$ cat config.mk
export PLATFORM = sky130hd
export DESIGN_NAME = progMem
export DESIGN_NICKNAME = d
export VERILOG_FILES = /design/src/source/cpuPkg.sv /design/src/source/progMem.sv
export SDC_FILE = /design/constraint.sdc
export NUM_CORES = 2
export LEC_CHECK = 0
export ABC_CLOCK_PERIOD_IN_PS = 6800
export BUFFER_PORTS_ARGS = -buffer_cell sky130_fd_sc_hd__buf_4
export CELL_PAD_IN_SITES_DETAIL_PLACEMENT = 2
export CELL_PAD_IN_SITES_GLOBAL_PLACEMENT = 2
export CORE_ASPECT_RATIO = 0.75
export CORE_MARGIN = 1
export CORE_UTILIZATION = 55
export DETAILED_ROUTE_END_ITERATION = 6
export HOLD_SLACK_MARGIN = 0.12
export PLACE_DENSITY = 0.89
export SLEW_MARGIN = 20
export SYNTH_ARGS = -nofsm -noshare
export SYNTH_HDL_FRONTEND = slang
export SYNTH_SLANG_ARGS = --single-unit
$ cat constraint.sdc
create_clock -name CLK -period 6.8 [get_ports CLK]
set_input_delay 1.02 -clock CLK [delete_from_list [all_inputs] [get_ports CLK]]
set_output_delay 1.02 -clock CLK [all_outputs]
set_load 0.03 [all_outputs]
$ cat src/source/cpuPkg.sv
`default_nettype none

package cpuPkg;

    // Memory sizes in words
    localparam int PROG_DEPTH_LOG2 = 6;
    localparam int DATA_DEPTH_LOG2 = 6;

    typedef logic [31:0]                word_t;     // Data or instruction word
    typedef logic [4:0]                 regAddr_t;  // x0 .. x31
    typedef logic [PROG_DEPTH_LOG2-1:0] progAddr_t; // Instruction word index

    // Major opcodes of the supported subset
    localparam logic [6:0] OP_RTYPE  = 7'b0110011;
    localparam logic [6:0] OP_ITYPE  = 7'b0010011;
    localparam logic [6:0] OP_LOAD   = 7'b0000011;
    localparam logic [6:0] OP_STORE  = 7'b0100011;
    localparam logic [6:0] OP_BRANCH = 7'b1100011;

    // funct3 codes for arithmetic and logic
    localparam logic [2:0] F3_ADDSUB = 3'b000;
    localparam logic [2:0] F3_SLT    = 3'b010;
    localparam logic [2:0] F3_XOR    = 3'b100;
    localparam logic [2:0] F3_OR     = 3'b110;
    localparam logic [2:0] F3_AND    = 3'b111;

    // funct3 codes for memory and branch
    localparam logic [2:0] F3_WORD   = 3'b010; // lw / sw
    localparam logic [2:0] F3_BEQ    = 3'b000;

    typedef enum logic [2:0] {
        ALU_ADD,
        ALU_SUB,
        ALU_AND,
        ALU_OR,
        ALU_XOR,
        ALU_SLT
    } aluOp_t;

endpackage

`default_nettype wire
$ cat src/source/progMem.sv
`default_nettype none
`timescale 1ns/1ps

module progMem import cpuPkg::*; (
    input  wire logic      CLK,
    input  wire logic      rstN,
    input  wire logic      progWe,
    input  wire progAddr_t progAddr,
    input  wire word_t     progData,
    input  wire progAddr_t fetchAddr,
    output      word_t     fetchData
);

    word_t mem [2**PROG_DEPTH_LOG2];

    // Loading is only allowed while the core is held in reset
    always_ff @(posedge CLK) begin
        if (!rstN && progWe) begin
            mem[progAddr] <= progData;
        end
    end

    assign fetchData = mem[fetchAddr]; // Combinational fetch

endmodule

`default_nettype wire

==> flow_summary.yaml, run 1 <==
placed_design:
  dpl.hpwl_mm: 197
  routabilityCongestion: 0.837
  port_buffers: 78
logic_synthesis:
  syn_nets: 3514
  synth_top_area_share_pct: 78.6
  yosysTopAreaCell: "edfxtp_1"
  synth_seq_cells: 2048
  synth_warnings: 0
  synth.area.top_cells: "edfxtp_1, mux4_2, mux2i_1"
  seq_area_frac_synth_pct: 78.6
  synthFlopType: "edfxtp_1"
  synth_cell_types: 44
  synth_edf_count: 2048
  async_reset_ff_share_pct: 0
  synth.cell_area_sq_um: 78200
  netlist_instances: 3467
  syn_area_per_cell_sq_um: 22.6
run_status:
  error: "[ERROR DPL-0033] detailed placement checks failed during check placement."
  outcome: "aborted with a tool error"
  haltStage: "detailed placement"
floorplan:
  io_pins: 79
  fp.dieH_um: 329
  rows: 119
  die_w_um: 437
  initial_core_util_pct: 55.6
-- logic make-up after synthesis --
kind of cell | share of synthesized area [%]
flops | 78.6
mux | 15.0
simple gates | 2.40
compound gates | 2.42
buf+inv | 1.57
-- metrics by stage --
step	hold WS [ns]	area, sq um	worst slack (ns)
after global placement	1.55	81400	1.74
after floorplan	1.12	78200	2.63
-- Yosys cell counts, types with 6 or more instances --
cell,count
nor2b_1,24
buf_2,46
nand4_1,48
o22ai_1,56
buf_6,27
clkbuf_1,70
o21ai_1,6
o22a_1,6
nor2_1,92
mux4_2,476
a22oi_1,54
and3_1,13
a211oi_1,32
a21oi_1,24
nand2b_1,19
nor3_1,9
a311o_1,6
mux2_2,25
o21ai_0,6
nand2_1,99
edfxtp_1,2048
o221ai_1,51
nand3_1,69
o211a_1,8
a31oi_1,7
buf_4,41
mux2i_1,71
==> inputs of run 2 (changes only) <==
==> config.mk (replaced) <==
export PLATFORM = sky130hd
export DESIGN_NAME = progMem
export DESIGN_NICKNAME = d
export VERILOG_FILES = /design/src/source/cpuPkg.sv /design/src/source/progMem.sv
export SDC_FILE = /design/constraint.sdc
export NUM_CORES = 2
export LEC_CHECK = 0
export ABC_CLOCK_PERIOD_IN_PS = 6800
export BUFFER_PORTS_ARGS = -buffer_cell sky130_fd_sc_hd__buf_4
export CORE_MARGIN = 1
export CORE_UTILIZATION = 40
export DETAILED_ROUTE_END_ITERATION = 6
export PLACE_DENSITY_LB_ADDON = 0.15
export SLEW_MARGIN = 20
export SYNTH_ARGS = -nofsm -noshare
export SYNTH_HDL_FRONTEND = slang
export SYNTH_SLANG_ARGS = --single-unit
==> flow_summary.yaml, run 2 <==
grt:
  grt_max_degree: 102
  grt_pass1_wl_mm: 305
  grt_pass1_vias: 38300
  grt_overflow: 0
  gr-usage-all-layers_pct: 22.1
  antenna_found_initial: 16
setup_path:
  arrival_ns: 4.30
  crit_top_cell: "buf_4"
  slowest_delay_ns: 0.59
  cp-end-kind: "output pin"
  critPathRequiredTime_ns: 5.78
  path_max_fanout: 68
  crit_buf_inv: 4
  cpMaxStageDelayCell: "buf_8"
  path_delay_family: "buffers and inverters"
  path_cells: "buf_8, buf_4, buf_4, mux4_2, mux2i_1, a221o_1, o21ai_0, and3_1, buf_4"
  path_class: "primary input to output pin"
  cp-start-kind: "primary input"
sta:
  rsz0062_at_grt: "no"
  period_minus_slack_ns: 5.32
  clock.fmax_ghz: 0.188
  slew_viol_final: 0
  maxSlewHeadroom_pct: 21.4
  setup_slack_ns: 1.48
  tightest_slew_ns: 1.18
  fin_setup_tns_ns: 0
  post-route-period-util_pct: 78.3
  setup_viol: 0
  hold_violations: 0
logic_synthesis:
  yosysTopAreaCell: "edfxtp_1"
  synth_cell_types: 44
  syn_area_per_cell_sq_um: 22.6
  synth_edf_count: 2048
  synth_top_area_share_pct: 78.6
  seq_area_frac_synth_pct: 78.6
  synth_warnings: 0
  synth.cell_area_sq_um: 78200
  netlist_instances: 3467
  syn_nets: 3514
  synth.area.top_cells: "edfxtp_1, mux4_2, mux2i_1"
  synthFlopType: "edfxtp_1"
  async_reset_ff_share_pct: 0
  synth_seq_cells: 2048
  yosysMostFrequentCell: "edfxtp_1"
  synth_common_cells: "edfxtp_1, mux4_2, nand2_1"
drt:
  drt.antenna.violating_nets: 0
  drt_iter0_markers: 4081
  routed_via_density: 5.90
  avgRoutedWirePerCell_um: 34.0
  routed_wl_mm: 217
  drtPass1Iterations: 6
  num_vias: 37700
  drcViolationCount: 0
final_layout:
  nets: 3753
  layout_commonest_cell: "edfxtp_1"
  register_area_sq_um: 61500
  largest_register_ffs: 2048
  layout-drive-gt1-share_pct: 27.4
  reg_top3: "mem: 2048 flops"
  top_register: "mem"
  layout_common_cells: "edfxtp_1, mux4_2, clkbuf_16"
  area_delta_synth_final_pct: 13.8
  fill_cells: 16000
  multi_input_area_sq_um: 16000
power_and_ir_drop:
  leakage_nw: 27.3
  ir_drop_v: 0.000220
  power_w: 0.0261
  p_per_area_nw_per_um2: 294
run_status:
  outcome: "completed"
floorplan:
  die_w_um: 444
  fp.dieH_um: 444
  initial_core_util_pct: 40.4
  dieArea_sq_um: 197000
  rows: 161
  io_pins: 79
  coreArea_sq_um: 193000
cts:
  cts_tree: "built"
  cts_buffers: 209
  clockBufferDepth: 3
  htree_levels: 4
  clkTransAtPathRegs_ns: 0.06
  cts_setup_buffers: 0
  cts_hold_buffers: 0
  clkSinkCount: 2048
  clk_root_buffer_cell: "clkbuf_16"
  cts-resized-gates: 0
job:
  maxCapViolCount: 0
placed_design:
  dpl.hpwl_mm: 124
  port_buffers: 78
  routabilityCongestion: 0.769
  pre_cts_ws_ns: 1.39
hold_path:
  hold_class: "primary input to flop"
-- run 2: cell counts after synthesis --
Identical to the previous run, type by type.
-- run 2: area by class of cell --
class                           count  share of cell area (%)
Inverter                            1                 0.00422
Timing Repair Buffer              224                    2.16
Tap cell                         2526                    3.55
Clock buffer                      265                    6.11
Clock inverter                     96                    1.06
Antenna cell                        6                  0.0169
Sequential cell                  2048                    69.1
Multi-Input combinational cell   1222                    18.0
-- run 2: cell families after synthesis --
family,synth area share [%]
mux,15.0
flops,78.6
compound gates,2.42
simple gates,2.40
buf+inv,1.57
-- run 2: metal layers --
layer  vias to the layer above  global-route usage [%]  share of wire, %
li1                      15300                       -                 -
met1                     20900                    31.2                43
met2                      1180                    36.0                49
met3                       276                    3.68               5.6
met4                         2                    5.47               2.1
met5                         -                       0            0.0060
-- run 2: worst paths after layout --
kind	start	endpoint	slack (ns)	cells after the start
setup / recovery	fetchAddr[0]	fetchData[31]	1.48	9
hold / removal	progData[5]	mem[53][5]	0.70	1
-- run 2: report_power, final --
part | internal (W) | total, W | switching [W]
clock | 0.00603 | 0.0108 | 0.00481
sequential | 0.0139 | 0.0140 | 0.00000973
combinational | 0.000456 | 0.00136 | 0.000902
-- run 2: per-stage QoR --
step	instances	hold WS (ns)	utilization, %	area (sq um)
2_1_floorplan	3467	1.12	-	78200
3_3_place_gp	6017	1.58	42.7	82500
3_5_place_dp	6020	1.59	42.7	82600
4_1_cts	6381	0.651	46.0	89000
5_1_grt	6385	0.701	46.0	89000
6_report	6388	0.700	46.0	89000
No activity file was read; power rests on OpenSTA's default activity.
