[config.mk]
export PLATFORM = sky130hd
export DESIGN_NAME = alu
export DESIGN_NICKNAME = d
export VERILOG_FILES = /design/src/source/cpuPkg.sv /design/src/source/alu.sv
export SDC_FILE = /design/constraint.sdc
export NUM_CORES = 1
export LEC_CHECK = 0
export BUFFER_PORTS_ARGS = -buffer_cell sky130_fd_sc_hd__buf_2
export CAP_MARGIN = 10
export CORE_ASPECT_RATIO = 1.2
export CORE_MARGIN = 4
export CORE_UTILIZATION = 55
export DETAILED_ROUTE_END_ITERATION = 6
export PLACE_DENSITY = 0.79
export SYNTH_ARGS = -nofsm -noshare
export SYNTH_HDL_FRONTEND = slang
export SYNTH_SLANG_ARGS = --single-unit
[constraint.sdc]
create_clock -name vclk -period 3.6
set_input_delay 0.18 -clock vclk [all_inputs]
set_output_delay 0.18 -clock vclk [all_outputs]
set_load 0.02 [all_outputs]
[src/source/cpuPkg.sv]
`default_nettype none

package cpuPkg;

    // Memory sizes in words
    localparam int PROG_DEPTH_LOG2 = 6;
    localparam int DATA_DEPTH_LOG2 = 6;

    typedef logic [31:0]                word_t;     // Data or instruction word
    typedef logic [4:0]                 regAddr_t;  // x0 .. x31
    typedef logic [PROG_DEPTH_LOG2-1:0] progAddr_t; // Instruction word index

    // Major opcodes of the supported subset
    localparam logic [6:0] OP_RTYPE  = 7'b0110011;
    localparam logic [6:0] OP_ITYPE  = 7'b0010011;
    localparam logic [6:0] OP_LOAD   = 7'b0000011;
    localparam logic [6:0] OP_STORE  = 7'b0100011;
    localparam logic [6:0] OP_BRANCH = 7'b1100011;

    // funct3 codes for arithmetic and logic
    localparam logic [2:0] F3_ADDSUB = 3'b000;
    localparam logic [2:0] F3_SLT    = 3'b010;
    localparam logic [2:0] F3_XOR    = 3'b100;
    localparam logic [2:0] F3_OR     = 3'b110;
    localparam logic [2:0] F3_AND    = 3'b111;

    // funct3 codes for memory and branch
    localparam logic [2:0] F3_WORD   = 3'b010; // lw / sw
    localparam logic [2:0] F3_BEQ    = 3'b000;

    typedef enum logic [2:0] {
        ALU_ADD,
        ALU_SUB,
        ALU_AND,
        ALU_OR,
        ALU_XOR,
        ALU_SLT
    } aluOp_t;

endpackage

`default_nettype wire
[src/source/alu.sv]
`default_nettype none
`timescale 1ns/1ps

module alu import cpuPkg::*; (
    input  wire word_t  a,
    input  wire word_t  b,
    input  wire aluOp_t op,
    output      word_t  result,
    output      logic   zero
);

    always_comb begin
        case (op)
            ALU_ADD: result = a + b;
            ALU_SUB: result = a - b;
            ALU_AND: result = a & b;
            ALU_OR:  result = a | b;
            ALU_XOR: result = a ^ b;
            ALU_SLT: result = {31'b0, $signed(a) < $signed(b)}; // Signed compare
            default: result = '0;
        endcase
    end

    assign zero = (result == '0); // beq equality

endmodule

`default_nettype wire

* After elaboration in Yosys (flattened, before gate mapping)
Cells that the tools add are included.
Word-level totals: logic and storage cells 14, bits of input ports 67, register bits 0, output and inout port bits 33
Operators by class: equal/unequal tests 5, bitwise gates (word level) 3, reduce and logical (&&, ||, !) cells 2, multiplexer cells 1, $add $sub $neg 2, magnitude comparators 1
Operators with widths (count):
- case mux 32 bit (6 select lines) | 1
- adder 32 bit | 1
- AND 32 bit | 1
- logical NOT 32 bit | 1
- less-than comparator 32 bit | 1
- OR 32 bit | 1
- subtractor 32 bit | 1
- bitwise XOR 32 bit | 1
- equality test 3 x 2 -> 1 bit, second input constant | 2
- equality test 3 bit, second input constant | 2
- equality test 3 x 1 -> 1 bit, second input constant | 1
- logical NOT 3 bit | 1

* Depth between registers and ports, before layout
Gate-level depths: netlist (run 1).
depth after elaboration 3, gate-level depth with buffers 14, gate-level depth less buffers 14

* Worst setup path after synthesis (run 1)
No wires, ideal clock.
path kind in2out, from input a[12], to output zero, buffers on the path 1, arrival 3508 ps, setup slack -88 ps, stages on the path 14, required time 3420 ps, path through inv_1 ha_1 buf_6 or4_4 or4_4 o211ai_2 a21oi_2 a21oi_2 nor4b_1 or3_4 or2_0 nor4_1 nand4_1 nor4_2
On the way: word-level cells in the longest chain between the ends 3, elaborated cells between the ends (all ways) 8, classes of those cells 2 x add/sub; 1 x order compare; 1 x mux; 3 x bitwise; 1 x reduce/logical
Ends and longest elaborated chain:
- from (decl) | line alu.sv:5 | input wire word_t a,
- subtractor 32 bit or adder 32 bit (tied branches) | line alu.sv:15, alu.sv:14
- case mux 32 bit (6 select lines) (*) | line alu.sv:13 | case (op)
- net result[28] | line alu.sv:8 | output word_t result,
- logical NOT 32 bit (*) | line alu.sv:24 | assign zero = (result == '0);
- to (decl) | line alu.sv:9 | output logic zero
Mark *: on every way through the listed nets, which the timed path passes. The rest lies on a longest branch.

* Worst setup path after layout (run 1)
from input a[3], to output zero
On the way: word-level cells in the longest chain between the ends 3, elaborated cells between the ends (all ways) 8, classes of those cells 2 x add/sub; 1 x order compare; 1 x mux; 3 x bitwise; 1 x reduce/logical
Ends and longest elaborated chain:
- subtractor 32 bit (tied with other cells) | line alu.sv:15 | ALU_SUB: result = a - b;
- case mux 32 bit (6 select lines) (*) | line alu.sv:13
- logical NOT 32 bit (*) | line alu.sv:24
Mark *: on every way between the ends. The rest lies on a longest branch, timed or not.

==> out/results.txt, run 1 <==
sequential share of power: 0%
Worst Path Max Fanout: 4
CP startpoint kind: input port
final worst path period need: 3.86 ns
Synth cell types: 75
area share of and/or/nand/nor cells after synthesis: 22.6%
most used cell, CP: buf_4
post-synth top area share: 22.4%
CP Cell Sequence: buf_2 > inv_1 > ha_1 > inv_1 > buf_4 > buf_4 > o311ai_0 > o22ai_1 > a21oi_1 > o21ai_0 > or4_4 > nor4_4 > nand4b_1 > nor4_2 > buf_4 > nand4_1 > nor4_4 > buf_4
Initial Util: 56.4%
Synth Area in XOR/XNOR: 2.02%
IO Pins: 100
largest net degree at the start of global routing: 29
final instance area: 8550 um2
Die Height: 119 um
Int Pwr: 724 uW
largest family of logic cells by synthesized area: compound AO/OA/AOI/OAI gates
GR Util met2: 69.8%
vias per inst: 6.58
post-synthesis mux area share: 1.99%
Net count, final: 1377
max_cap viols: 0
vias in the first global route: 8659
Pins Over Slew Limit: 0
Post-Route WL: 26100 um
fmax: 259 MHz
Worst VDD drop: 109 uV
crit-path max cell delay: 0.57 ns
Critical Path AT: 3.68 ns
GP Congestion: 1.04
hold crit path type: in2out
Syn Area/Cell: 6.44 um2
drt first-iter violations: 1088
total grt overflow: 0
Adder-Cell Fraction of Synth Area: 23.1%
violated checks: design-rule violations, negative setup slack
unrepaired setup endpoints after global routing: yes
CP endpoint kind: output pin
period utilization: 107%
Most Used Layer, Global Route: met2
Antenna Diode Count: 0
Clk network pwr share: 0%
total chip power: 1.63 mW
Setup WS pre-CTS: -0.384 ns
number of clock-tree buffers in the layout: 0
P_leak: 4.32 nW
DR WL/cell: 19.6 um
final hold violation count: 0
worst-margin pin slew: 0.836 ns
Gate power share: 100.0%
Area contributors post-synth: ha_1 (22%), a21oi_1 (8.8%), inv_1 (7.0%), o21ai_0 (5.1%), nor2_1 (4.8%)
hpwl dp: 19800 um
Power Density: 190 nW/um2
initial antenna violation count: 0
GRT met1 Usage: 46.9%
met3 global-route usage: 5.86%
Seq cells: 0
Worst Path Required: 3.42 ns
Pre-antenna DRT Iters: 7
fraction of layout instances using a drive strength above 1: 37.2%
Mapped Cells: 877
Synth Area in Compound Gates: 39.7%
Synth area leader: ha_1
relative max-transition margin: 44.1%
Sw Pwr: 903 uW
status: complete, but fails checks
Reg area: 0 um2
Vias: 8757
core area: 10000 um2
crit path kind: in2out
Cell Area, Synth: 5650 um2
Syn Nets: 1047
fillers: 654
Overall Global Routing Usage: 41.0%
drc violations: 1
final setup vio count: 1
post-route ant nets: 0
post-synthesis sequential area ratio: 0%
CTS Hold Bufs: 0
first-pass GRT wire length: 40900 um
final setup margin: -0.257 ns
Synth Warn #: 0
IO buf count: 100
Crit-path slowest cell: or4_4
sw frac: 55.5%
DIE WIDTH: 101 um
Placed Area: 8120 um2
Area Overhead vs Synth: 51.4%
cell row count: 40
die area: 12000 um2
-- cells in the final DEF (no fill, tap or decap), types with 17 or more instances in the layout --
cell      count
nor2_1       72
a21oi_1      91
inv_1       100
buf_2        96
ha_1         88
buf_4       278
nor3_1       25
nand2_1      64
o21ai_0      52
o211ai_1     25
a211oi_1     17
-- worst max-delay path: cells and delay by family --
kind	cells	cell delay, ns
and+or+nand+nor	6	1.36
buffers and inverters	7	0.89
adders and majority gates	1	0.35
AOI/OAI and AO/OA	4	0.90
-- worst paths after layout --
kind,from,to,slack (ns),cells past startpoint
max,a[3],zero,-0.26,18
min,op[2],result[1],1.06,4
-- logic make-up (layout without fill, tap and decap cells) --
family	count (synthesis)	count (layout)
buf+inv	155	483
compound gates	337	337
fa+ha+maj	103	103
simple gates	258	258
mux	11	11
xor+xnor	13	13
-- cells in the mapped netlist, drive strengths merged (9+ instances only) --
| cell | instances |
|---|---|
| a211oi | 20 |
| a21o | 11 |
| a21oi | 101 |
| a31oi | 11 |
| buf | 9 |
| clkbuf | 39 |
| ha | 101 |
| inv | 106 |
| mux2i | 9 |
| nand2 | 65 |
| nand3 | 16 |
| nand4 | 14 |
| nor2 | 72 |
| nor3 | 25 |
| nor4 | 14 |
| o211a | 9 |
| o211ai | 26 |
| o21a | 11 |
| o21ai | 57 |
| o31ai | 12 |
| xnor2 | 12 |
-- stage by stage --
step | util (%) | instances | hold WS [ns] | TNS (ns)
after floorplan | - | 877 | 0.771 | 0
after global placement | 81.1 | 1321 | 1.01 | -0.507
after detailed placement | 81.1 | 1321 | 1.00 | -0.593
after CTS | 84.4 | 1330 | 0.997 | -0.0236
after global routing | 85.4 | 1331 | 1.08 | -0.332
final | 85.4 | 1331 | 1.06 | -0.257
-- area by class of cell --
class,count,area [um2],share of cell area (%)
Multi-Input combinational cell,722,5400,63.2
Timing Repair Buffer,376,2590,30.3
Inverter,107,402,4.70
Tap cell,126,158,1.84
-- metal layers --
metal	vias up	part of all wire [%]
met1	3957	35
met4	0	8.5
met3	242	11
met2	689	46
li1	3869	-
met5	-	0
-- power groups by stage --
stage / sequential [mW] / combinational [mW] / clock [mW]
5_1_grt: 0 / 1.72 / 0
4_1_cts: 0 / 1.52 / 0
3_3_place_gp: 0 / 1.42 / 0
3_5_place_dp: 0 / 1.45 / 0
2_1_floorplan: 0 / 0.767 / 0
6_report: 0 / 1.63 / 0
-- repair_timing --
| item | 4_1_cts | 5_1_grt |
|---|---|---|
| resized for setup | 52 | 16 |
| pin swaps | 21 | 9 |
| buffers inserted | 9 | 1 |
| setup endpoints to repair | 2 | 2 |
No activity file was read; power rests on OpenSTA's default activity.
==> run 2, diff against run 1 <==
--- a/config.mk
+++ b/config.mk
@@ -9,9 +9,10 @@
 export CAP_MARGIN = 10
 export CORE_ASPECT_RATIO = 1.2
 export CORE_MARGIN = 4
-export CORE_UTILIZATION = 55
+export CORE_UTILIZATION = 60
 export DETAILED_ROUTE_END_ITERATION = 6
-export PLACE_DENSITY = 0.79
+export PLACE_DENSITY = 0.85
+export SLEW_MARGIN = 25
 export SYNTH_ARGS = -nofsm -noshare
 export SYNTH_HDL_FRONTEND = slang
 export SYNTH_SLANG_ARGS = --single-unit
==> constraint.sdc (replaced) <==
create_clock -name vclk -period 3.6
set_input_delay 0.36 -clock vclk [all_inputs]
set_output_delay 0.36 -clock vclk [all_outputs]
set_load 0.02 [all_outputs]
==> run 2 against run 1 <==
  * The flow now stops in clock tree synthesis (4_1_cts)
  * Synthesized cell count unchanged
  * Synthesized area unchanged
==> out/results.txt, run 2 <==
largest family of logic cells by synthesized area: compound AO/OA/AOI/OAI gates (unchanged)
GP Congestion: 1.13 (was 1.04)
Syn Nets: 1047 (unchanged)
Synth Area in Compound Gates: 39.7% (unchanged)
IO Pins: 100 (unchanged)
Mapped Cells: 877 (unchanged)
area share of and/or/nand/nor cells after synthesis: 22.6% (unchanged)
last stage reached: clock tree synthesis (4_1_cts)
Initial Util: 61.9% (was 56.4%)
Post-CTS Repair Setup Buffers: 13 (was 9)
Syn Area/Cell: 6.44 um2 (unchanged)
count leader, synth: inv_1 (unchanged)
Synth Area in XOR/XNOR: 2.02% (unchanged)
status: aborted with a tool error (was complete, but fails checks)
IO buf count: 100 (unchanged)
Synth area leader: ha_1 (unchanged)
DIE WIDTH: 96.6 um (was 101 um)
First Err: [ERROR DPL-0033] detailed placement checks failed during check placement.
post-synthesis mux area share: 1.99% (unchanged)
synth cell count leaders: inv_1 (106), ha_1 (101), a21oi_1 (99), nor2_1 (72), nand2_1 (65) (unchanged)
hpwl dp: 23800 um (was 19800 um)
post-synthesis sequential area ratio: 0% (unchanged)
Synth Warn #: 0 (unchanged)
Area contributors post-synth: ha_1 (22%), a21oi_1 (8.8%), inv_1 (7.0%), o21ai_0 (5.1%), nor2_1 (4.8%) (unchanged)
Placed Area: 8530 um2 (was 8120 um2)
Cell Area, Synth: 5650 um2 (unchanged)
Die Height: 114 um (was 119 um)
Synth cell types: 75 (unchanged)
Adder-Cell Fraction of Synth Area: 23.1% (unchanged)
Placed Instances: 1355 (was 1321)
cell row count: 38 (was 40)
# resized after CTS: 77 (was 52)
post-synth top area share: 22.4% (unchanged)
CTS Hold Bufs: 0 (unchanged)
## run 2: cell counts after synthesis
No cell type changed its count.
## run 2: logic make-up after synthesis
family                   after synthesis
adder cells (fa/ha/maj)              103
multiplexers                          11
buffers and inverters                155
AO/OA/AOI/OAI                        337
AND/OR/NAND/NOR                      258
XOR/XNOR                              13
## run 2: metrics by stage
step	setup slack, ns	setup TNS, ns
2_1_floorplan	-0.240	-0.240
3_3_place_gp	-0.680	-1.06
3_5_place_dp	-0.977	-2.99
==> run 3, diff against run 2 <==
--- a/config.mk
+++ b/config.mk
@@ -7,11 +7,10 @@
 export LEC_CHECK = 0
 export BUFFER_PORTS_ARGS = -buffer_cell sky130_fd_sc_hd__buf_2
 export CAP_MARGIN = 10
-export CORE_ASPECT_RATIO = 1.2
 export CORE_MARGIN = 4
-export CORE_UTILIZATION = 60
+export CORE_UTILIZATION = 40
 export DETAILED_ROUTE_END_ITERATION = 6
-export PLACE_DENSITY = 0.85
+export PLACE_DENSITY_LB_ADDON = 0.15
 export SLEW_MARGIN = 25
 export SYNTH_ARGS = -nofsm -noshare
 export SYNTH_HDL_FRONTEND = slang
==> run 3 against run 2 <==
  * The flow now finishes, with violations (negative setup slack)
==> out/results.txt, run 3 (same netlist as run 1, synthesis figures left out) <==
commonest non-fill, non-tap cell in the layout: buf_4
core area: 13900 um2
final worst path period need: 4.16 ns
GP Congestion: 1.05 (was 1.13)
total grt overflow: 0
Net count, final: 1433
DIE WIDTH: 127 um (was 96.6 um)
Setup WS pre-CTS: -1.02 ns (was -0.977 ns)
total chip power: 1.72 mW
Post-Route WL: 24600 um
most frequent cells in the layout: buf_4 (332), inv_1 (99), buf_2 (90)
Int Pwr: 813 uW
Antenna Diode Count: 0
hold crit path type: in2out
drc violations: 0
final setup vio count: 3
violated checks: negative setup slack
period utilization: 115%
max_cap viols: 0
Initial Util: 40.7% (was 61.9%)
IO Pins: 100 (unchanged)
Worst VDD drop: 115 uV
vias per inst: 5.60
Critical Path AT: 3.80 ns
Clk network pwr share: 0%
Vias: 8064
relative max-transition margin: 62.4%
hpwl dp: 20000 um (was 23800 um)
Seq cells: 0
sw frac: 52.8%
Overall Global Routing Usage: 28.5%
CP endpoint kind: output pin
fmax: 241 MHz
P_leak: 4.67 nW
fillers: 1302
number of clock-tree buffers in the layout: 0
Area Overhead vs Synth: 66.1%
status: complete, but fails checks (was aborted with a tool error)
drt first-iter violations: 591
cell row count: 43 (was 38)
multi-input logic area: 5640 um2
final hold violation count: 0
Sw Pwr: 908 uW
IO buf count: 100 (unchanged)
fraction of layout instances using a drive strength above 1: 42.4%
largest net degree at the start of global routing: 18
Gate power share: 100.0%
initial antenna violation count: 0
Pre-antenna DRT Iters: 5
Pins Over Slew Limit: 0
DR WL/cell: 17.0 um
die area: 16100 um2
Reg area: 0 um2
post-route ant nets: 0
Power Density: 184 nW/um2
vias in the first global route: 7662
Worst Path Required: 3.24 ns
unrepaired setup endpoints after global routing: yes
sequential share of power: 0%
Die Height: 127 um (was 114 um)
worst-margin pin slew: 0.559 ns
crit path kind: in2out
CP startpoint kind: input port
CTS Hold Bufs: 0 (unchanged)
final setup margin: -0.555 ns
first-pass GRT wire length: 38400 um
Worst Path Max Fanout: 3
run 3: final cells by class:
class              count  share of cell area (%)
multi-input cells    722                    60.1
inverters            107                    4.52
well taps            180                    2.40
repair buffers       432                    32.9
run 3: worst max-delay path, stage by stage:
cell and delay [ns]:
buf_2 0.09, inv_1 0.07, buf_4 0.13, ha_1 0.21
a21oi_1 0.24, o311ai_1 0.16, a31oi_1 0.25, buf_4 0.19
o21bai_1 0.08, xnor2_1 0.13, a211o_1 0.35, or4bb_4 0.57
nor4_4 0.37, buf_4 0.17, nand4_1 0.11, nor4_4 0.15
buf_4 0.17
run 3: final timing paths:
check / startpoint / endpoint / slack [ns] / cells past startpoint
worst max-delay path: b[9] / zero / -0.56 / 17
worst min-delay path: op[2] / result[1] / 1.36 / 5
run 3: layer usage:
metal	global-route usage (%)	wire length [um]
met5	0	0
met4	4.10	378
met3	2.02	1750
met2	48.7	11500
met1	40.0	10900
run 3: power groups by stage:
stage	Sequential [mW]	Clock [mW]	Combinational [mW]
after floorplan	0	0	0.791
after global placement	0	0	1.52
after detailed placement	0	0	1.53
after CTS	0	0	1.62
after global routing	0	0	1.85
final	0	0	1.72
run 3: timing repair:
item / in CTS / in global routing
gates resized for setup: 62 / 61
pin swaps: 33 / 20
hold endpoints to repair: 0 / 0
setup buffers: 11 / 8
setup endpoints to repair: 7 / 10
gates cloned: 0 / 0
run 3: through the flow:
step / TNS, ns / instance area (um2) / std cells / utilization, % / hold WS (ns)
after floorplan: -0.240 / 5800 / 877 / - / 1.14
after global placement: -2.08 / 8680 / 1424 / 62.6 / 1.35
after detailed placement: -2.17 / 8680 / 1424 / 62.6 / 1.34
after CTS: -0.639 / 9040 / 1434 / 65.1 / 1.34
after global routing: -1.24 / 9380 / 1441 / 67.6 / 1.38
final: -0.796 / 9380 / 1441 / 67.6 / 1.36
==> run 4, diff against run 3 <==
--- a/config.mk
+++ b/config.mk
@@ -7,7 +7,7 @@
 export LEC_CHECK = 0
 export BUFFER_PORTS_ARGS = -buffer_cell sky130_fd_sc_hd__buf_2
 export CAP_MARGIN = 10
-export CORE_MARGIN = 4
+export CORE_ASPECT_RATIO = 1.1
 export CORE_UTILIZATION = 40
 export DETAILED_ROUTE_END_ITERATION = 6
 export PLACE_DENSITY_LB_ADDON = 0.15
==> run 4 against run 3 <==
  * The run ends with design-rule violations, negative setup slack left
  * Total power rose by 0.71%
  * Maximum frequency increased by 4.2%
  * Critical path depth grew 2
  * Wire length is 1.2% lower
  * Non-clock buffer count increased by 9
  * Worst setup slack improved by 0.17 ns
  * First-iteration DRC count is 5.2% higher
  * Via count up 1.6%
  * Combinational power hardly changed
  * Critical endpoint unchanged
  * Highest routed layer unchanged
==> out/results.txt, run 4 (same netlist as run 1, synthesis figures left out) <==
status: complete, but fails checks (unchanged)
violated checks: design-rule violations, negative setup slack (was negative setup slack)
Worst Path Required: 3.24 ns (about the same)
crit-path max cell delay: 0.42 ns (was 0.57 ns)
core area: 13800 um2 (was 13900 um2)
Antenna Diode Count: 0 (unchanged)
Setup WS pre-CTS: -0.877 ns (was -1.02 ns)
Overall Global Routing Usage: 32.8% (was 28.5%)
Critical Path AT: 3.63 ns (was 3.80 ns)
P_leak: 4.70 nW (was 4.67 nW)
Pre-antenna DRT Iters: 7 (was 5)
DIE WIDTH: 115 um (was 127 um)
vias in the first global route: 7884 (was 7662)
Pins Over Slew Limit: 0 (unchanged)
fmax: 251 MHz (was 241 MHz)
first-pass GRT wire length: 38500 um (was 38400 um)
Crit-path slowest cell: fa_2 (was or4bb_4)
fillers: 1236 (was 1302)
Seq cells: 0 (unchanged)
final worst path period need: 3.99 ns (was 4.16 ns)
GP Congestion: 0.979 (was 1.05)
CP startpoint kind: input port (unchanged)
number of clock-tree buffers in the layout: 0 (unchanged)
setup TNS: -0.409 ns (was -0.796 ns)
Net count, final: 1442 (was 1433)
final core utilization: 68.8% (was 67.6%)
Post-Route WL: 24300 um (was 24600 um)
relative max-transition margin: 56.0% (was 62.4%)
final hold violation count: 0 (unchanged)
worst-margin pin slew: 0.655 ns (was 0.559 ns)
IO Pins: 100 (unchanged)
IO buf count: 100 (unchanged)
largest net degree at the start of global routing: 28 (was 18)
post-route ant nets: 0 (unchanged)
Reg area: 0 um2 (unchanged)
final setup vio count: 2 (was 3)
Die Height: 127 um (about the same)
HP Start: b[0] (was op[2])
CP endpoint kind: output pin (unchanged)
commonest non-fill, non-tap cell in the layout: buf_4 (unchanged)
Vias: 8192 (was 8064)
Hold Path Cell Cnt: 7 (was 5)
max_cap viols: 0 (unchanged)
Power Density: 183 nW/um2 (was 184 nW/um2)
Area Overhead vs Synth: 68.1% (was 66.1%)
CP Cell Sequence: buf_6 > inv_4 > ha_4 > fa_2 > o21bai_4 > nand4_1 > buf_4 > a21oi_2 > a211oi_2 > buf_4 > a21oi_4 > o31ai_2 > a221oi_4 > nand4_1 > nor4_2 > buf_4 > nand4_1 > nor4_4 > buf_4 (was buf_2 > inv_1 > buf_4 > ha_1 > a21oi_1 > o311ai_1 > a31oi_1 > buf_4 > o21bai_1 > xnor2_1 > a211o_1 > or4bb_4 > nor4_4 > buf_4 > nand4_1 > nor4_4 > buf_4)
DR WL/cell: 16.6 um (was 17.0 um)
final setup margin: -0.387 ns (was -0.555 ns)
unrepaired setup endpoints after global routing: yes (unchanged)
fraction of layout instances using a drive strength above 1: 43.4% (was 42.4%)
cell row count: 45 (was 43)
total grt overflow: 0 (unchanged)
hpwl dp: 19600 um (was 20000 um)
period utilization: 111% (was 115%)
initial antenna violation count: 0 (unchanged)
Initial Util: 40.9% (was 40.7%)
vias per inst: 5.62 (was 5.60)
most frequent cells in the layout: buf_4 (342), inv_1 (93), buf_2 (88) (was buf_4 (332), inv_1 (99), buf_2 (90))
hold path endpoint: result[0] (was result[1])
die area: 14600 um2 (was 16100 um2)
hold crit path type: in2out (unchanged)
Worst Path Max Fanout: 3 (unchanged)
drc violations: 1 (was 0)
most used cell, CP: buf_4 (unchanged)
crit path kind: in2out (unchanged)
drt first-iter violations: 622 (was 591)
total chip power: 1.73 mW (was 1.72 mW)
Worst VDD drop: 111 uV (was 115 uV)
run 4: how the worst max path moves through the flow:
| stage | start | end | cells after the start |
|---|---|---|---|
| CTS | b[1] | zero | 16 |
| detailed placement | a[0] | zero | 18 |
| global placement | a[0] | zero | 18 |
| global route | b[11] | zero | 17 |
| floorplan | a[1] | zero | 13 |
| finish | a[0] | zero | 19 |
run 4: layout make-up:
class | instances | area [um2] | area share (%)
Timing Repair Buffer | 441 | 3140 | 33.1
Multi-Input combinational cell | 722 | 5690 | 59.9
Tap cell | 188 | 235 | 2.48
Inverter | 107 | 424 | 4.47
run 4: power breakdown:
part | leakage (nW) | total [mW] | internal (mW) | switching [mW]
clock | 0 | 0 | 0 | 0
combinational | 4.70 | 1.73 | 0.826 | 0.908
sequential | 0 | 0 | 0 | 0
run 4: repair_timing:
item,CTS,global route
hold buffers,0,0
setup endpoints to repair,5,11
pin swaps,46,22
resized for setup,92,44
cloned,0,0
buffers inserted,16,9
run 4: metrics by stage:
step	std cells	hold slack [ns]	area (um2)
2_1_floorplan	877	1.14	5800
3_3_place_gp	1435	1.49	8700
3_5_place_dp	1435	1.46	8700
4_1_cts	1451	1.44	9270
5_1_grt	1458	1.49	9490
6_report	1458	1.46	9490
run 4: critical path: cells and delay by family:
kind                     cells  cell delay, ns
AO/OA/AOI/OAI                6            0.94
AND/OR/NAND/NOR              5            0.93
buffers and inverters        6            0.80
adder cells (fa/ha/maj)      2            0.58
run 4: layer usage:
metal | GRT usage (%) | wire [um]
met1 | 43.4 | 10600
met2 | 56.0 | 11300
met3 | 2.10 | 1600
met4 | 11.2 | 852
met5 | 0 | 0
