--- src/source/cpuPkg.sv ---
`default_nettype none

package cpuPkg;

    // Memory sizes in words
    localparam int PROG_DEPTH_LOG2 = 6;
    localparam int DATA_DEPTH_LOG2 = 6;

    typedef logic [31:0]                word_t;     // Data or instruction word
    typedef logic [4:0]                 regAddr_t;  // x0 .. x31
    typedef logic [PROG_DEPTH_LOG2-1:0] progAddr_t; // Instruction word index

    // Major opcodes of the supported subset
    localparam logic [6:0] OP_RTYPE  = 7'b0110011;
    localparam logic [6:0] OP_ITYPE  = 7'b0010011;
    localparam logic [6:0] OP_LOAD   = 7'b0000011;
    localparam logic [6:0] OP_STORE  = 7'b0100011;
    localparam logic [6:0] OP_BRANCH = 7'b1100011;

    // funct3 codes for arithmetic and logic
    localparam logic [2:0] F3_ADDSUB = 3'b000;
    localparam logic [2:0] F3_SLT    = 3'b010;
    localparam logic [2:0] F3_XOR    = 3'b100;
    localparam logic [2:0] F3_OR     = 3'b110;
    localparam logic [2:0] F3_AND    = 3'b111;

    // funct3 codes for memory and branch
    localparam logic [2:0] F3_WORD   = 3'b010; // lw / sw
    localparam logic [2:0] F3_BEQ    = 3'b000;

    typedef enum logic [2:0] {
        ALU_ADD,
        ALU_SUB,
        ALU_AND,
        ALU_OR,
        ALU_XOR,
        ALU_SLT
    } aluOp_t;

endpackage

`default_nettype wire
--- src/source/decoder.sv ---
`default_nettype none
`timescale 1ns/1ps

module decoder import cpuPkg::*; (
    input  wire word_t    inst,
    output      regAddr_t rs1,
    output      regAddr_t rs2,
    output      regAddr_t rd,
    output      word_t    imm,
    output      aluOp_t   aluOp,
    output      logic     aluSrcImm,
    output      logic     regWrite,
    output      logic     memWrite,
    output      logic     memToReg,
    output      logic     branch
);

    logic [6:0] opcode;
    logic [2:0] funct3;
    logic       writesRd; // Instruction class writes a register

    assign opcode = inst[6:0];
    assign funct3 = inst[14:12];
    assign rs1    = inst[19:15];
    assign rs2    = inst[24:20];
    assign rd     = inst[11:7];

    // x0 destination never counts as a write
    assign regWrite = writesRd && (rd != '0);

    always_comb begin
        imm       = {{20{inst[31]}}, inst[31:20]}; // I-type by default
        aluOp     = ALU_ADD;
        aluSrcImm = 1'b0;
        writesRd  = 1'b0;
        memWrite  = 1'b0;
        memToReg  = 1'b0;
        branch    = 1'b0;
        case (opcode)
            OP_RTYPE, OP_ITYPE: begin
                writesRd  = 1'b1;
                aluSrcImm = (opcode == OP_ITYPE);
                case (funct3)
                    F3_ADDSUB: aluOp = (opcode == OP_RTYPE && inst[30]) ? ALU_SUB : ALU_ADD;
                    F3_SLT:    aluOp = ALU_SLT;
                    F3_XOR:    aluOp = ALU_XOR;
                    F3_OR:     aluOp = ALU_OR;
                    F3_AND:    aluOp = ALU_AND;
                    default:   writesRd = 1'b0; // Shifts are not supported
                endcase
            end
            OP_LOAD: begin
                aluSrcImm = 1'b1;
                writesRd  = (funct3 == F3_WORD);
                memToReg  = 1'b1;
            end
            OP_STORE: begin
                imm       = {{20{inst[31]}}, inst[31:25], inst[11:7]};
                aluSrcImm = 1'b1;
                memWrite  = (funct3 == F3_WORD);
            end
            OP_BRANCH: begin
                // Equality is tested through the ALU zero flag
                imm    = {{19{inst[31]}}, inst[31], inst[7], inst[30:25], inst[11:8], 1'b0};
                aluOp  = ALU_SUB;
                branch = (funct3 == F3_BEQ);
            end
            default: ; // Unsupported opcodes act as a no-op
        endcase
    end

endmodule

`default_nettype wire

--- config.mk ---
export PLATFORM = sky130hd
export DESIGN_NAME = decoder
export DESIGN_NICKNAME = d
export VERILOG_FILES = /design/src/source/cpuPkg.sv /design/src/source/decoder.sv
export SDC_FILE = /design/constraint.sdc
export NUM_CORES = 1
export LEC_CHECK = 0
export BUFFER_PORTS_ARGS = -buffer_cell sky130_fd_sc_hd__buf_2
export CORE_UTILIZATION = 31
export DETAILED_ROUTE_END_ITERATION = 6
export PLACE_DENSITY = 0.86
export SYNTH_ARGS = -nofsm -noshare
export SYNTH_HDL_FRONTEND = slang
export SYNTH_SLANG_ARGS = --single-unit
--- constraint.sdc ---
create_clock -name vclk -period 1.5
set_clock_uncertainty 0.1 [all_clocks]
set_input_delay 0.3 -clock vclk [all_inputs]
set_output_delay 0.3 -clock vclk [all_outputs]
set_load 0.02 [all_outputs]
# ---- After elaboration in Yosys (flattened, before gate mapping)
# Index checks and enable logic that the tools add are counted.
dict set report totals {
  wordCells 26
  input_bits 32
  regBits 0
}
dict set report op_classes {
  n_reduce_logical 7
  n_eq_ne 9
  n_mux 10
}
# operator count
set ops {}
lappend ops {{12-bit one-hot mux with 2 select lines} 1}
lappend ops {{3-bit one-hot mux with 5 select lines} 1}
lappend ops {{7-bit by 6-bit == test with 1-bit output, second input constant} 2}
lappend ops {{3-bit == test, second input constant} 3}
lappend ops {{7-bit by 2-bit == test with 1-bit output, second input constant} 1}
lappend ops {{7-bit by 5-bit == test with 1-bit output, second input constant} 1}
lappend ops {{7-bit == test, second input constant} 1}
lappend ops {{3-bit one-hot mux with 2 select lines} 1}
lappend ops {{1-bit 2-to-1 mux} 5}
lappend ops {{5-bit nonzero test} 1}
lappend ops {{5-bit OR reduction} 1}
lappend ops {{1-bit one-hot mux with 2 select lines} 2}
lappend ops {{2-bit OR reduction} 2}
lappend ops {{3-bit by 2-bit == test with 1-bit output, second input constant} 1}
lappend ops {{3-bit logical NOT} 1}
lappend ops {{1-bit logical AND} 2}

# ---- Depth between registers and ports, before layout
# Gate-level depths: netlist (run 1).
dict set report depth {
  depth_word 5
  ltp_mapped 3
}

# ---- Worst setup path after synthesis (run 1)
# No wires, ideal clock.
dict set report synth_timing {
  path_kind {input to output}
  from {input inst[2]}
  to {output branch}
  arrival_ps 1406
  path_stages 3
  required_time_ps 1100
  slack_ps -306
  path_cell_list {and4bb_4 > nand3_2 > nor4_1}
}
dict set report synth_via {
  elab_chain_cells 2
}
# element line
set synth_lines {}
lappend synth_lines {{start, declared} decoder.sv:5} ;# input wire word_t inst,
lappend synth_lines {{7-bit == test} decoder.sv:39} ;# case (opcode)
lappend synth_lines {{1-bit 2-to-1 mux} decoder.sv:39}
lappend synth_lines {{end, declared} decoder.sv:15} ;# output logic branch
# Every way passes these cells.

# ---- Worst setup path after layout (run 1)
dict set report layout_timing {
  from {input inst[3]}
  to {output imm[2]}
}
dict set report layout_via {
  elab_chain_cells 2
  word_cells_on_any_way 3
}
# element line
set layout_lines {}
lappend layout_lines {{7-bit == test or 7-bit by 6-bit == test with 1-bit output (tied branches)} decoder.sv:39}
lappend layout_lines {{12-bit one-hot mux with 2 select lines (*)} decoder.sv:39}
lappend layout_lines {{end, declared} decoder.sv:9} ;# output word_t imm,
# Mark *: on every way between the ends. The rest lies on a longest branch, timed or not.

==> results of run 1 <==
worst max-delay path by stage:
stage / to / slack [ns] / cells past startpoint
floorplan: branch / -0.08 / 3
global placement: imm[11] / -0.25 / 5
detailed placement: regWrite / -0.26 / 5
CTS: imm[11] / -0.26 / 5
global route: imm[11] / -0.25 / 5
finish: imm[2] / -0.22 / 5
final cells by class:
| type | instances | area (sq um) | area share [%] |
|---|---|---|---|
| tap | 25 | 31.3 | 3.58 |
| inverter | 1 | 3.75 | 0.429 |
| timing repair buffer | 76 | 499 | 57.1 |
| multi-input combinational | 28 | 340 | 38.9 |
stage by stage:
stage | power, W | cell area (sq um)
finish | 0.000254 | 875
global route | 0.000268 | 875
CTS | 0.000252 | 847
detailed placement | 0.000234 | 754
global placement | 0.000230 | 754
floorplan | 0.000216 | 636
critical path, cell delays in order:
cell      delay (ns)
buf_6           0.09
and4bb_4        0.39
nand2_4         0.10
mux2_4          0.31
buf_6           0.13
power by group through the flow:
stage	logic, W	clock network [W]	registers [W]
finish	0.000254	0	0
global route	0.000268	0	0
CTS	0.000252	0	0
detailed placement	0.000234	0	0
global placement	0.000230	0	0
floorplan	0.000216	0	0
routing by layer:
| metal | share of wire [%] | up-vias | wire length, um |
|---|---|---|---|
| li1 | - | 271 | - |
| met1 | 30 | 245 | 413 |
| met2 | 58 | 43 | 807 |
| met3 | 12 | 0 | 166 |
| met4 | 0 | 0 | 0 |
| met5 | 0 | - | 0 |
logic make-up after synthesis:
group	synth area share (%)
xor+xnor	1.56
compound gates	7.79
mux	13.4
buf+inv	55.5
simple gates	21.8
repair_timing:
item | 4_1_cts | 5_1_grt
endpoints found under the setup margin | 14 | 14
pin swaps | 4 | 4
setup buffers | 0 | 1
gates resized for setup | 29 | 6
hold endpoints to repair | 0 | 0
cell usage in the layout (no fill, tap or decap):
| master | synthesis | routed |
|---|---|---|
| buf_2 | 0 | 51 |
| buf_6 | 0 | 15 |
| buf_4 | 41 | 10 |
| mux2_4 | 5 | 5 |
| and4_4 | 0 | 2 |
| nor3_4 | 0 | 2 |
| a31oi_1 | 2 | 2 |
| nor2_1 | 2 | 2 |
| and2b_2 | 0 | 1 |
| and4bb_4 | 1 | 1 |
| nand2_4 | 1 | 1 |
| nand3_4 | 0 | 1 |
| and2b_1 | 2 | 1 |
| nand2b_4 | 0 | 1 |
| xnor2_1 | 1 | 1 |
| nand2b_1 | 1 | 1 |
| inv_1 | 1 | 1 |
| o31ai_4 | 0 | 1 |
| a21oi_2 | 0 | 1 |
| a32o_2 | 0 | 1 |
| nor3_1 | 3 | 1 |
| nor4b_2 | 0 | 1 |
| a221oi_4 | 0 | 1 |
| nor4_2 | 0 | 1 |
==> results, run 1 <==
- The run finished, with violations left.
- The final reports fail on setup timing.
- The internal power of the cells totals roughly 0.00011 W.
- The floorplan has 15 rows.
- The cell total after placement is around 130.
- The worst hold margin is 0.500 ns.
- The critical path starts at inst[3].
- Dividing the final minimum period by the clock period gives 115%.
- The cell area after synthesis is 562 sq um.
- Of the total power, the clock network draws 0%.
- For this run, the number of Yosys warnings is 0.
- The fraction of met3 tracks used by global routing is under 10%.
- Setup violations remaining at the end of the flow were counted as 14.
- The total count of hold-check failures in the final report is 0.
- The mean cell area of the mapped netlist is between 8 and 9 sq um.
- The fraction of final layout cells with drive strength greater than 1 is 91.4%.
- Subtracting the final worst setup slack from the clock period gives 1.72 ns.
- For this design the static power due to leakage is 0.480 nW.
- Setup repair after global routing could not meet its margin everywhere.
- The number of antenna-violating nets in the routed design is 0.
- The worst hold path was traced through 0 stages.
- The maximum achievable frequency is 0.581 GHz.
- For the worst setup path, the data required time is 1.10 ns.
- The most frequent cell after synthesis is buf_4.
- The initial core utilization is 32.9%.
- The number of global-route vias before repair is 449.
- The slew at the pin with the worst max-slew slack is 0.306 ns.
- The portion of total power attributed to sequential cells is 0%.
- The final sum of negative setup slack is -2.23 ns.
- The count of clock-net buffers in the final layout is 0.
- The remaining global-route overflow is 0.
- Once detailed placement completed, the half-perimeter wirelength came to 1190 um.
- The sequential cell count is 0.
- The congestion estimate from routability-driven global placement came to about 0.77.
- Synthesis produced a netlist with a net count of between 100 and 150.
- buf_4 takes more of the synthesized area than any other cell.
- Using the TritonRoute via totals, the vias-per-cell ratio works out to between 4 and 5.
- The gate count after technology mapping is 70.
- For this run, the register share of the synthesized area comes to 0%.
- Global routing used 12.1% of the available tracks.
- The worst hold path belongs to the class in -> out.
- The synthesized design devotes to its leading area cell type 54.8% of total area.
- The analysis attributes to net switching a power of 0.000145 W.
- Sorting the synthesized cells by how often they occur yields buf_4, mux2_4, nor3_1.
- In the post-synthesis netlist, the biggest area contributors are buf_4, mux2_4, and4_1.
- The pre-CTS worst setup slack is -0.264 ns.
- The average routed wire per standard cell is 10.7 um.
- The worst pin sits at a relative slew slack of 79.6%.
- The final design utilization is 51.2%.
- Combinational logic is responsible for 100.0% of the overall power.
- The die is roughly 45 um tall.
- The die covers 1990 sq um.
- The switching portion of total power is 57.0%.
- The post-route DRC violation count is 0.
- The routed design has 1390 um of wire.
- The maximum number of pins on one net before global-route repair is 17.
- The area used by sequential logic in the layout is 0 sq um.
- The first detailed-routing pass ran for 2 iterations.
- The sort of element at the end of the critical path is a primary output.
- The filler cells instantiated in the layout total 172.
- The core region is between 1500 and 2000 sq um.
- In this run the horizontal extent of the chip is 44.6 um.
- The peak-usage layer in the global routing report is met2.
- The overall via count from detail_route is 559.
- The number of nets at the end of the flow is around 140.
- The port buffer count is 67.
- The worst setup path is launched from an input port.
- The number of library cell types mapped by synthesis is 20.
- The first global-routing pass estimated 1890 um of wire.
- The number of antenna violations at the first check in global routing is 0.
- Power spread over the standard cell area amounts to 291 nW/um^2.
- The number of DRC markers in iteration 0 is 1.
- The worst endpoint data arrival time is around 1.3 ns.
- The area added between synthesis and finish is 55.7%.
- Global routing consumed, on the met2 layer, 27.4% of the routing resources.
- The final cell count without fillers is between 100 and 150.
- The final count of pins violating max slew came to 0.
- just under 90 I/O pins were placed.
- Buffers inserted to repair hold after CTS numbered 0.
- Across the run, the number of max-cap violations was 0.
- Along the worst path, the maximum fanout reaches 5.
- The worst vdd rail ir drop is 0.000129 V.
- The post-layout worst setup margin is -0.221 ns.
- For hold timing, the worst endpoint is imm[5].
- The startpoint identified for the worst hold timing path is inst[25].
- The number of inserted diodes is 0.
- The worst setup path is of the in -> out kind.
- For this run, global-route usage on met1 was measured as 11.7%.
No activity file was read; power rests on OpenSTA's default activity.
==> run 2: changes to the inputs <==
--- a/config.mk
+++ b/config.mk
@@ -6,8 +6,10 @@
 export NUM_CORES = 1
 export LEC_CHECK = 0
 export BUFFER_PORTS_ARGS = -buffer_cell sky130_fd_sc_hd__buf_2
+export CORE_ASPECT_RATIO = 0.8
 export CORE_UTILIZATION = 31
 export DETAILED_ROUTE_END_ITERATION = 6
+export GPL_ROUTABILITY_DRIVEN = 0
 export PLACE_DENSITY = 0.86
 export SYNTH_ARGS = -nofsm -noshare
 export SYNTH_HDL_FRONTEND = slang
==> run 2 against run 1 <==
Compared with the run above: the run still ends with setup timing left; utilization increased by 0.68 points; die area about the same; flip-flop and latch count unchanged; via count increased by 0.54%; clock-buffer cell count unchanged; largest power group unchanged; highest routed layer unchanged; global-route usage increased by 0.67 points; combinational power about the same; total power decreased by 1.4%; critical path type unchanged.
==> results, run 2 (synthesis results as in run 1) <==
- Result of the run: finished with violations (unchanged).
- Violations in the final reports: setup timing (unchanged).
- The hold buffer count at CTS came to 0 (unchanged).
- The switching portion of total power was 57.8% (was 57.0%).
- The area used by sequential logic in the layout was 0 sq um (unchanged).
- The post-layout worst setup margin came to -0.231 ns (was -0.221 ns).
- The minimum clock period came to 1.73 ns (was 1.72 ns).
- The average routed wire per standard cell is 10.8 um (was 10.7 um).
- The top-level I/O count is 87 (unchanged).
- The combined global-route utilization of all metal layers is 12.8% (was 12.1%).
- The remaining global-route overflow is 0 (unchanged).
- The count of clock-net buffers in the final layout is 0 (unchanged).
- Commonest cells after routing, fill and taps aside: buf_2, buf_6, buf_4 (unchanged).
- The number of vias per cell is 4.50 (was 4.30).
- The overall routed net length is 1350 um (was 1390 um).
- The number of post-CTS setup repair buffers is 0 (unchanged).
- The total count of hold-check failures in the final report is 0 (unchanged).
- The final-report setup violation count is 14 (unchanged).
- The port buffer count is 67 (unchanged).
- The path category of the worst min-delay check was in -> out (unchanged).
- The die extent in x is 49.6 um (was 44.6 um).
- The total net switching power came to 0.000145 W (about the same).
- The kind of critical path is in -> out (unchanged).
- The number of global-route vias before repair is 465 (was 449).
- The proportion of power drawn by the clock network is 0% (about the same).
- The max-cap violation count is 0 (unchanged).
- The number of inserted diodes is 0 (unchanged).
- The final count of pins violating max slew is 0 (unchanged).
- The half-perimeter wire length after placement is 1160 um (was 1190 um).
- The number of nets at the end of the flow came to 137 (was 139).
- The worst vdd rail ir drop is 0.000153 V (was 0.000129 V).
- The relative slew slack was 75.7% (was 79.6%).
- The slew at the pin with the worst max-slew slack came to 0.362 ns (was 0.306 ns).
- The post-route DRC violation count is 0 (unchanged).
- The vertical extent of the die is 40.1 um (was 44.6 um).
- The full die area is 1990 sq um (about the same).
- The sequential cell count is 0 (unchanged).
- The fraction of final layout cells with drive strength greater than 1 is 89.3% (was 91.4%).
- The worst endpoint data arrival time is 1.33 ns (was 1.32 ns).
- The sort of element at the end of the critical path is a primary output (unchanged).
- The length of the first detailed-routing pass in iterations is 2 (unchanged).
- The maximum achievable frequency was 0.578 GHz (was 0.581 GHz).
- The power per unit of standard cell area came to 291 nW/um^2 (about the same).
- The start point of the critical path is inst[3] (unchanged).
- The data required time at the worst endpoint came to 1.10 ns (about the same).
- The combinational group share of total power came to 100.0% (about the same).
- The count of fill cells added during filler insertion is 163 (was 172).
- The maximum fanout along the worst path is 4 (was 5).
- The internal power is 0.000106 W (was 0.000109 W).
- The maximum number of pins on one net before global-route repair came to 22 (was 17).
- RSZ-0062 raised after global routing: true (unchanged).
- The cell leakage power came to 0.468 nW (was 0.480 nW).
- The kind of start point of the critical path is an input port (unchanged).
- The number of antenna-violating nets in the routed design is 0 (unchanged).
- The capture point of the worst path is imm[11] (was imm[2]).
- The overall via count from detail_route is 562 (was 559).
- The core area is 1660 sq um (was 1710 sq um).
- The initial core utilization is 33.9% (was 32.9%).
- The final cycle utilization of the critical path is 115% (about the same).
- The number of DRC markers in iteration 0 is 1 (unchanged).
- The wire length of the first global-routing pass came to 1990 um (was 1890 um).
- The portion of total power attributed to sequential cells came to 0% (about the same).
- The final design utilization was 51.9% (was 51.2%).
- The number of antenna violations at the first check in global routing was 0 (unchanged).
- The count of standard-cell rows is 13 (was 15).
- The worst hold margin was 0.500 ns (unchanged).
- The area added between synthesis and finish is 53.2% (was 55.7%).
- The leading cell type in the layout, fill and taps excluded is buf_2 (unchanged).
run 2: area by class of cell:
cell class	instances	area (sq um)	area share, %
Timing Repair Buffer	74	484	56.2
Multi-Input combinational cell	28	345	40.1
Tap cell	22	27.5	3.20
Inverter	1	3.75	0.436
run 2: worst min path at each step:
stage	slack (ns)	to	cells past startpoint	start
2_1_floorplan	0.53	memToReg	1	inst[5]
3_3_place_gp	0.50	imm[7]	0	inst[27]
3_5_place_dp	0.50	imm[7]	0	inst[27]
4_1_cts	0.50	imm[7]	0	inst[27]
5_1_grt	0.50	imm[5]	0	inst[25]
6_report	0.50	imm[5]	0	inst[25]
run 2: critical path: stages:
cell,delay (ns)
buf_6,0.09
and4bb_4,0.39
nand3_4,0.11
mux2_4,0.32
buf_6,0.13
run 2: power groups by stage:
stage	Clock (W)	Combinational, W	Sequential (W)
after global routing	0	0.000269	0
after detailed placement	0	0.000230	0
after floorplan	0	0.000216	0
after global placement	0	0.000225	0
after CTS	0	0.000249	0
final	0	0.000251	0
run 2: stage by stage:
step	std cells	power (W)	cell area, sq um	TNS [ns]	worst slack [ns]
finish	125	0.000251	861	-2.33	-0.231
global route	125	0.000269	861	-2.78	-0.255
CTS	125	0.000249	840	-2.44	-0.236
detailed placement	125	0.000230	743	-2.95	-0.264
global placement	125	0.000225	743	-2.85	-0.246
floorplan	70	0.000216	636	-0.201	-0.0760
run 2: repair_timing:
item / CTS / global route
gates cloned: 0 / 0
gates resized for setup: 29 / 4
setup endpoints to repair: 14 / 14
pin swaps: 4 / 2
endpoints found under the hold margin: 0 / 0
run 2: routing by layer:
layer  global-route usage [%]  vias to the layer above  share of wire [%]
met5                        0                        -                  0
met4                        0                        0                  0
met3                     2.27                        0                 10
met2                     29.7                       43                 54
met1                     12.8                      248                 36
li1                         -                      271                  -
==> run 3: changes to the inputs <==
--- a/config.mk
+++ b/config.mk
@@ -6,7 +6,9 @@
 export NUM_CORES = 1
 export LEC_CHECK = 0
 export BUFFER_PORTS_ARGS = -buffer_cell sky130_fd_sc_hd__buf_2
+export CAP_MARGIN = 10
 export CORE_ASPECT_RATIO = 0.8
+export CORE_MARGIN = 8
 export CORE_UTILIZATION = 31
 export DETAILED_ROUTE_END_ITERATION = 6
 export GPL_ROUTABILITY_DRIVEN = 0
==> run 3 against run 2 <==
Compared with the run above: the run still ends with setup timing left; maximum frequency is 0.34% higher; critical path depth unchanged; global-route usage is 2.8 points lower; wire length is 34% higher; cell area unchanged; first-iteration DRC count grew to 6.0 times the previous value; final cell count is the same; utilization unchanged; via count is 0.53% lower; hold slack about the same; total power increased by 1.1%; critical path type unchanged; highest routed layer unchanged.
==> results, run 3 (synthesis results as in run 1) <==
- The final cell count without fillers came to 125 (unchanged).
- The number of DRC markers in iteration 0 is 6 (was 1).
- The number of nets at the end of the flow is 137 (unchanged).
- The pre-CTS worst setup slack came to -0.274 ns (was -0.264 ns).
- The overall via count from detail_route is 559 (was 562).
- The sequential cell count is 0 (unchanged).
- The total net switching power is 0.000148 W (was 0.000145 W).
- The fraction of final layout cells with drive strength greater than 1 was 90.3% (was 89.3%).
- The combined global-route utilization of all metal layers was 9.97% (was 12.8%).
- The core area was 1660 sq um (unchanged).
- The area used by sequential logic in the layout is 0 sq um (unchanged).
- The worst endpoint data arrival time came to 1.33 ns (about the same).
- The number of post-CTS setup repair buffers is 0 (unchanged).
- The maximum number of pins on one net before global-route repair is 22 (unchanged).
- Commonest cells after routing, fill and taps aside: buf_2, buf_6, buf_4 (unchanged).
- The total count of hold-check failures in the final report is 0 (unchanged).
- The top-level I/O count is 87 (unchanged).
- The number of vias per cell is 4.47 (was 4.50).
- The port buffer count came to 67 (unchanged).
- The maximum achievable frequency is 0.579 GHz (was 0.578 GHz).
- The final sum of negative setup slack is -2.38 ns (was -2.33 ns).
- The slew at the pin with the worst max-slew slack is 0.375 ns (was 0.362 ns).
- The kind of start point of the critical path is an input port (unchanged).
- The number of antenna-violating nets in the routed design came to 0 (unchanged).
- The relative slew slack is 74.8% (was 75.7%).
- The die extent in x is 63.6 um (was 49.6 um).
- The number of inserted diodes is 0 (unchanged).
- The count of clock-net buffers in the final layout is 0 (unchanged).
- The area added between synthesis and finish was 53.2% (unchanged).
- The leading cell type in the layout, fill and taps excluded is buf_2 (unchanged).
- The internal power came to 0.000106 W (about the same).
- The power per unit of standard cell area is 294 nW/um^2 (was 291 nW/um^2).
- The max-cap violation count is 0 (unchanged).
- The combinational group share of total power was 100.0% (about the same).
- The remaining global-route overflow is 0 (unchanged).
- The maximum fanout along the worst path was 5 (was 4).
- The post-layout worst setup margin is -0.226 ns (was -0.231 ns).
- The cell total after placement is 125 (unchanged).
- The switching portion of total power is 58.2% (was 57.8%).
- The length of the first detailed-routing pass in iterations was 2 (unchanged).
- RSZ-0062 raised after global routing: true (unchanged).
- The path category of the worst min-delay check is in -> out (unchanged).
- The full die area is 3440 sq um (was 1990 sq um).
- The number of antenna violations at the first check in global routing came to 0 (unchanged).
- The number of global-route vias before repair is 622 (was 465).
- Violations in the final reports: setup timing (unchanged).
- The cell leakage power is 0.466 nW (was 0.468 nW).
- The final count of pins violating max slew came to 0 (unchanged).
- The vertical extent of the die came to 54.1 um (was 40.1 um).
- The initial core utilization is 33.9% (unchanged).
- The final cycle utilization of the critical path was 115% (about the same).
- The data required time at the worst endpoint came to 1.10 ns (about the same).
- The kind of critical path was in -> out (unchanged).
- The count of standard-cell rows was 13 (unchanged).
- The proportion of power drawn by the clock network came to 0% (about the same).
- The post-route DRC violation count is 0 (unchanged).
- The worst vdd rail ir drop is 0.000138 V (was 0.000153 V).
- The wire length of the first global-routing pass is 2940 um (was 1990 um).
- The minimum clock period was 1.73 ns (about the same).
- Result of the run: finished with violations (unchanged).
- The overall routed net length is 1810 um (was 1350 um).
- The final-report setup violation count came to 14 (unchanged).
- The average routed wire per standard cell was 14.5 um (was 10.8 um).
- The half-perimeter wire length after placement is 1600 um (was 1160 um).
- The portion of total power attributed to sequential cells is 0% (about the same).
- The sort of element at the end of the critical path was a primary output (unchanged).
[run 3: cell counts in the layout (fill, tap and decap cells not counted)]
No cell type changed its count.
[run 3: layer usage]
metal  track usage, %  vias up  share of wire, %
li1                 -      269                 -
met1             9.69      249                37
met2             19.5       41                49
met3             5.80        0                14
met4                0        0                 0
met5                0        -                 0
[run 3: repair_timing]
item | 4_1_cts | 5_1_grt
pin swaps | 3 | 3
resized for setup | 29 | 5
hold buffers | 0 | 0
endpoints found under the setup margin | 14 | 14
hold endpoints to repair | 0 | 0
[run 3: area by class of cell]
cell class	count	area, sq um
fillers	165	798
repair buffers	74	484
multi-input cells	28	345
well taps	22	27.5
inverters	1	3.75
[run 3: through the flow]
stage	hold slack (ns)	cell area, sq um	power, W	util [%]
global placement	0.500	743	0.000231	44.8
floorplan	0.535	636	0.000216	-
global route	0.500	861	0.000272	51.9
finish	0.500	861	0.000253	51.9
detailed placement	0.500	743	0.000235	44.8
CTS	0.500	836	0.000253	50.4
[run 3: critical path, cell delays in order]
cell      delay [ns]
buf_6           0.09
and4bb_4        0.39
nand2_4         0.10
mux2_4          0.32
buf_6           0.13
[run 3: worst paths after layout]
check,startpoint,end,slack (ns),cells after the start
worst min-delay path,inst[27],imm[7],0.50,0
worst max-delay path,inst[3],imm[4],-0.23,5
[run 3: power groups by stage]
stage                     logic, W  registers, W  clock network (W)
after CTS                 0.000253             0                  0
after global placement    0.000231             0                  0
after floorplan           0.000216             0                  0
final                     0.000253             0                  0
after global routing      0.000272             0                  0
after detailed placement  0.000235             0                  0
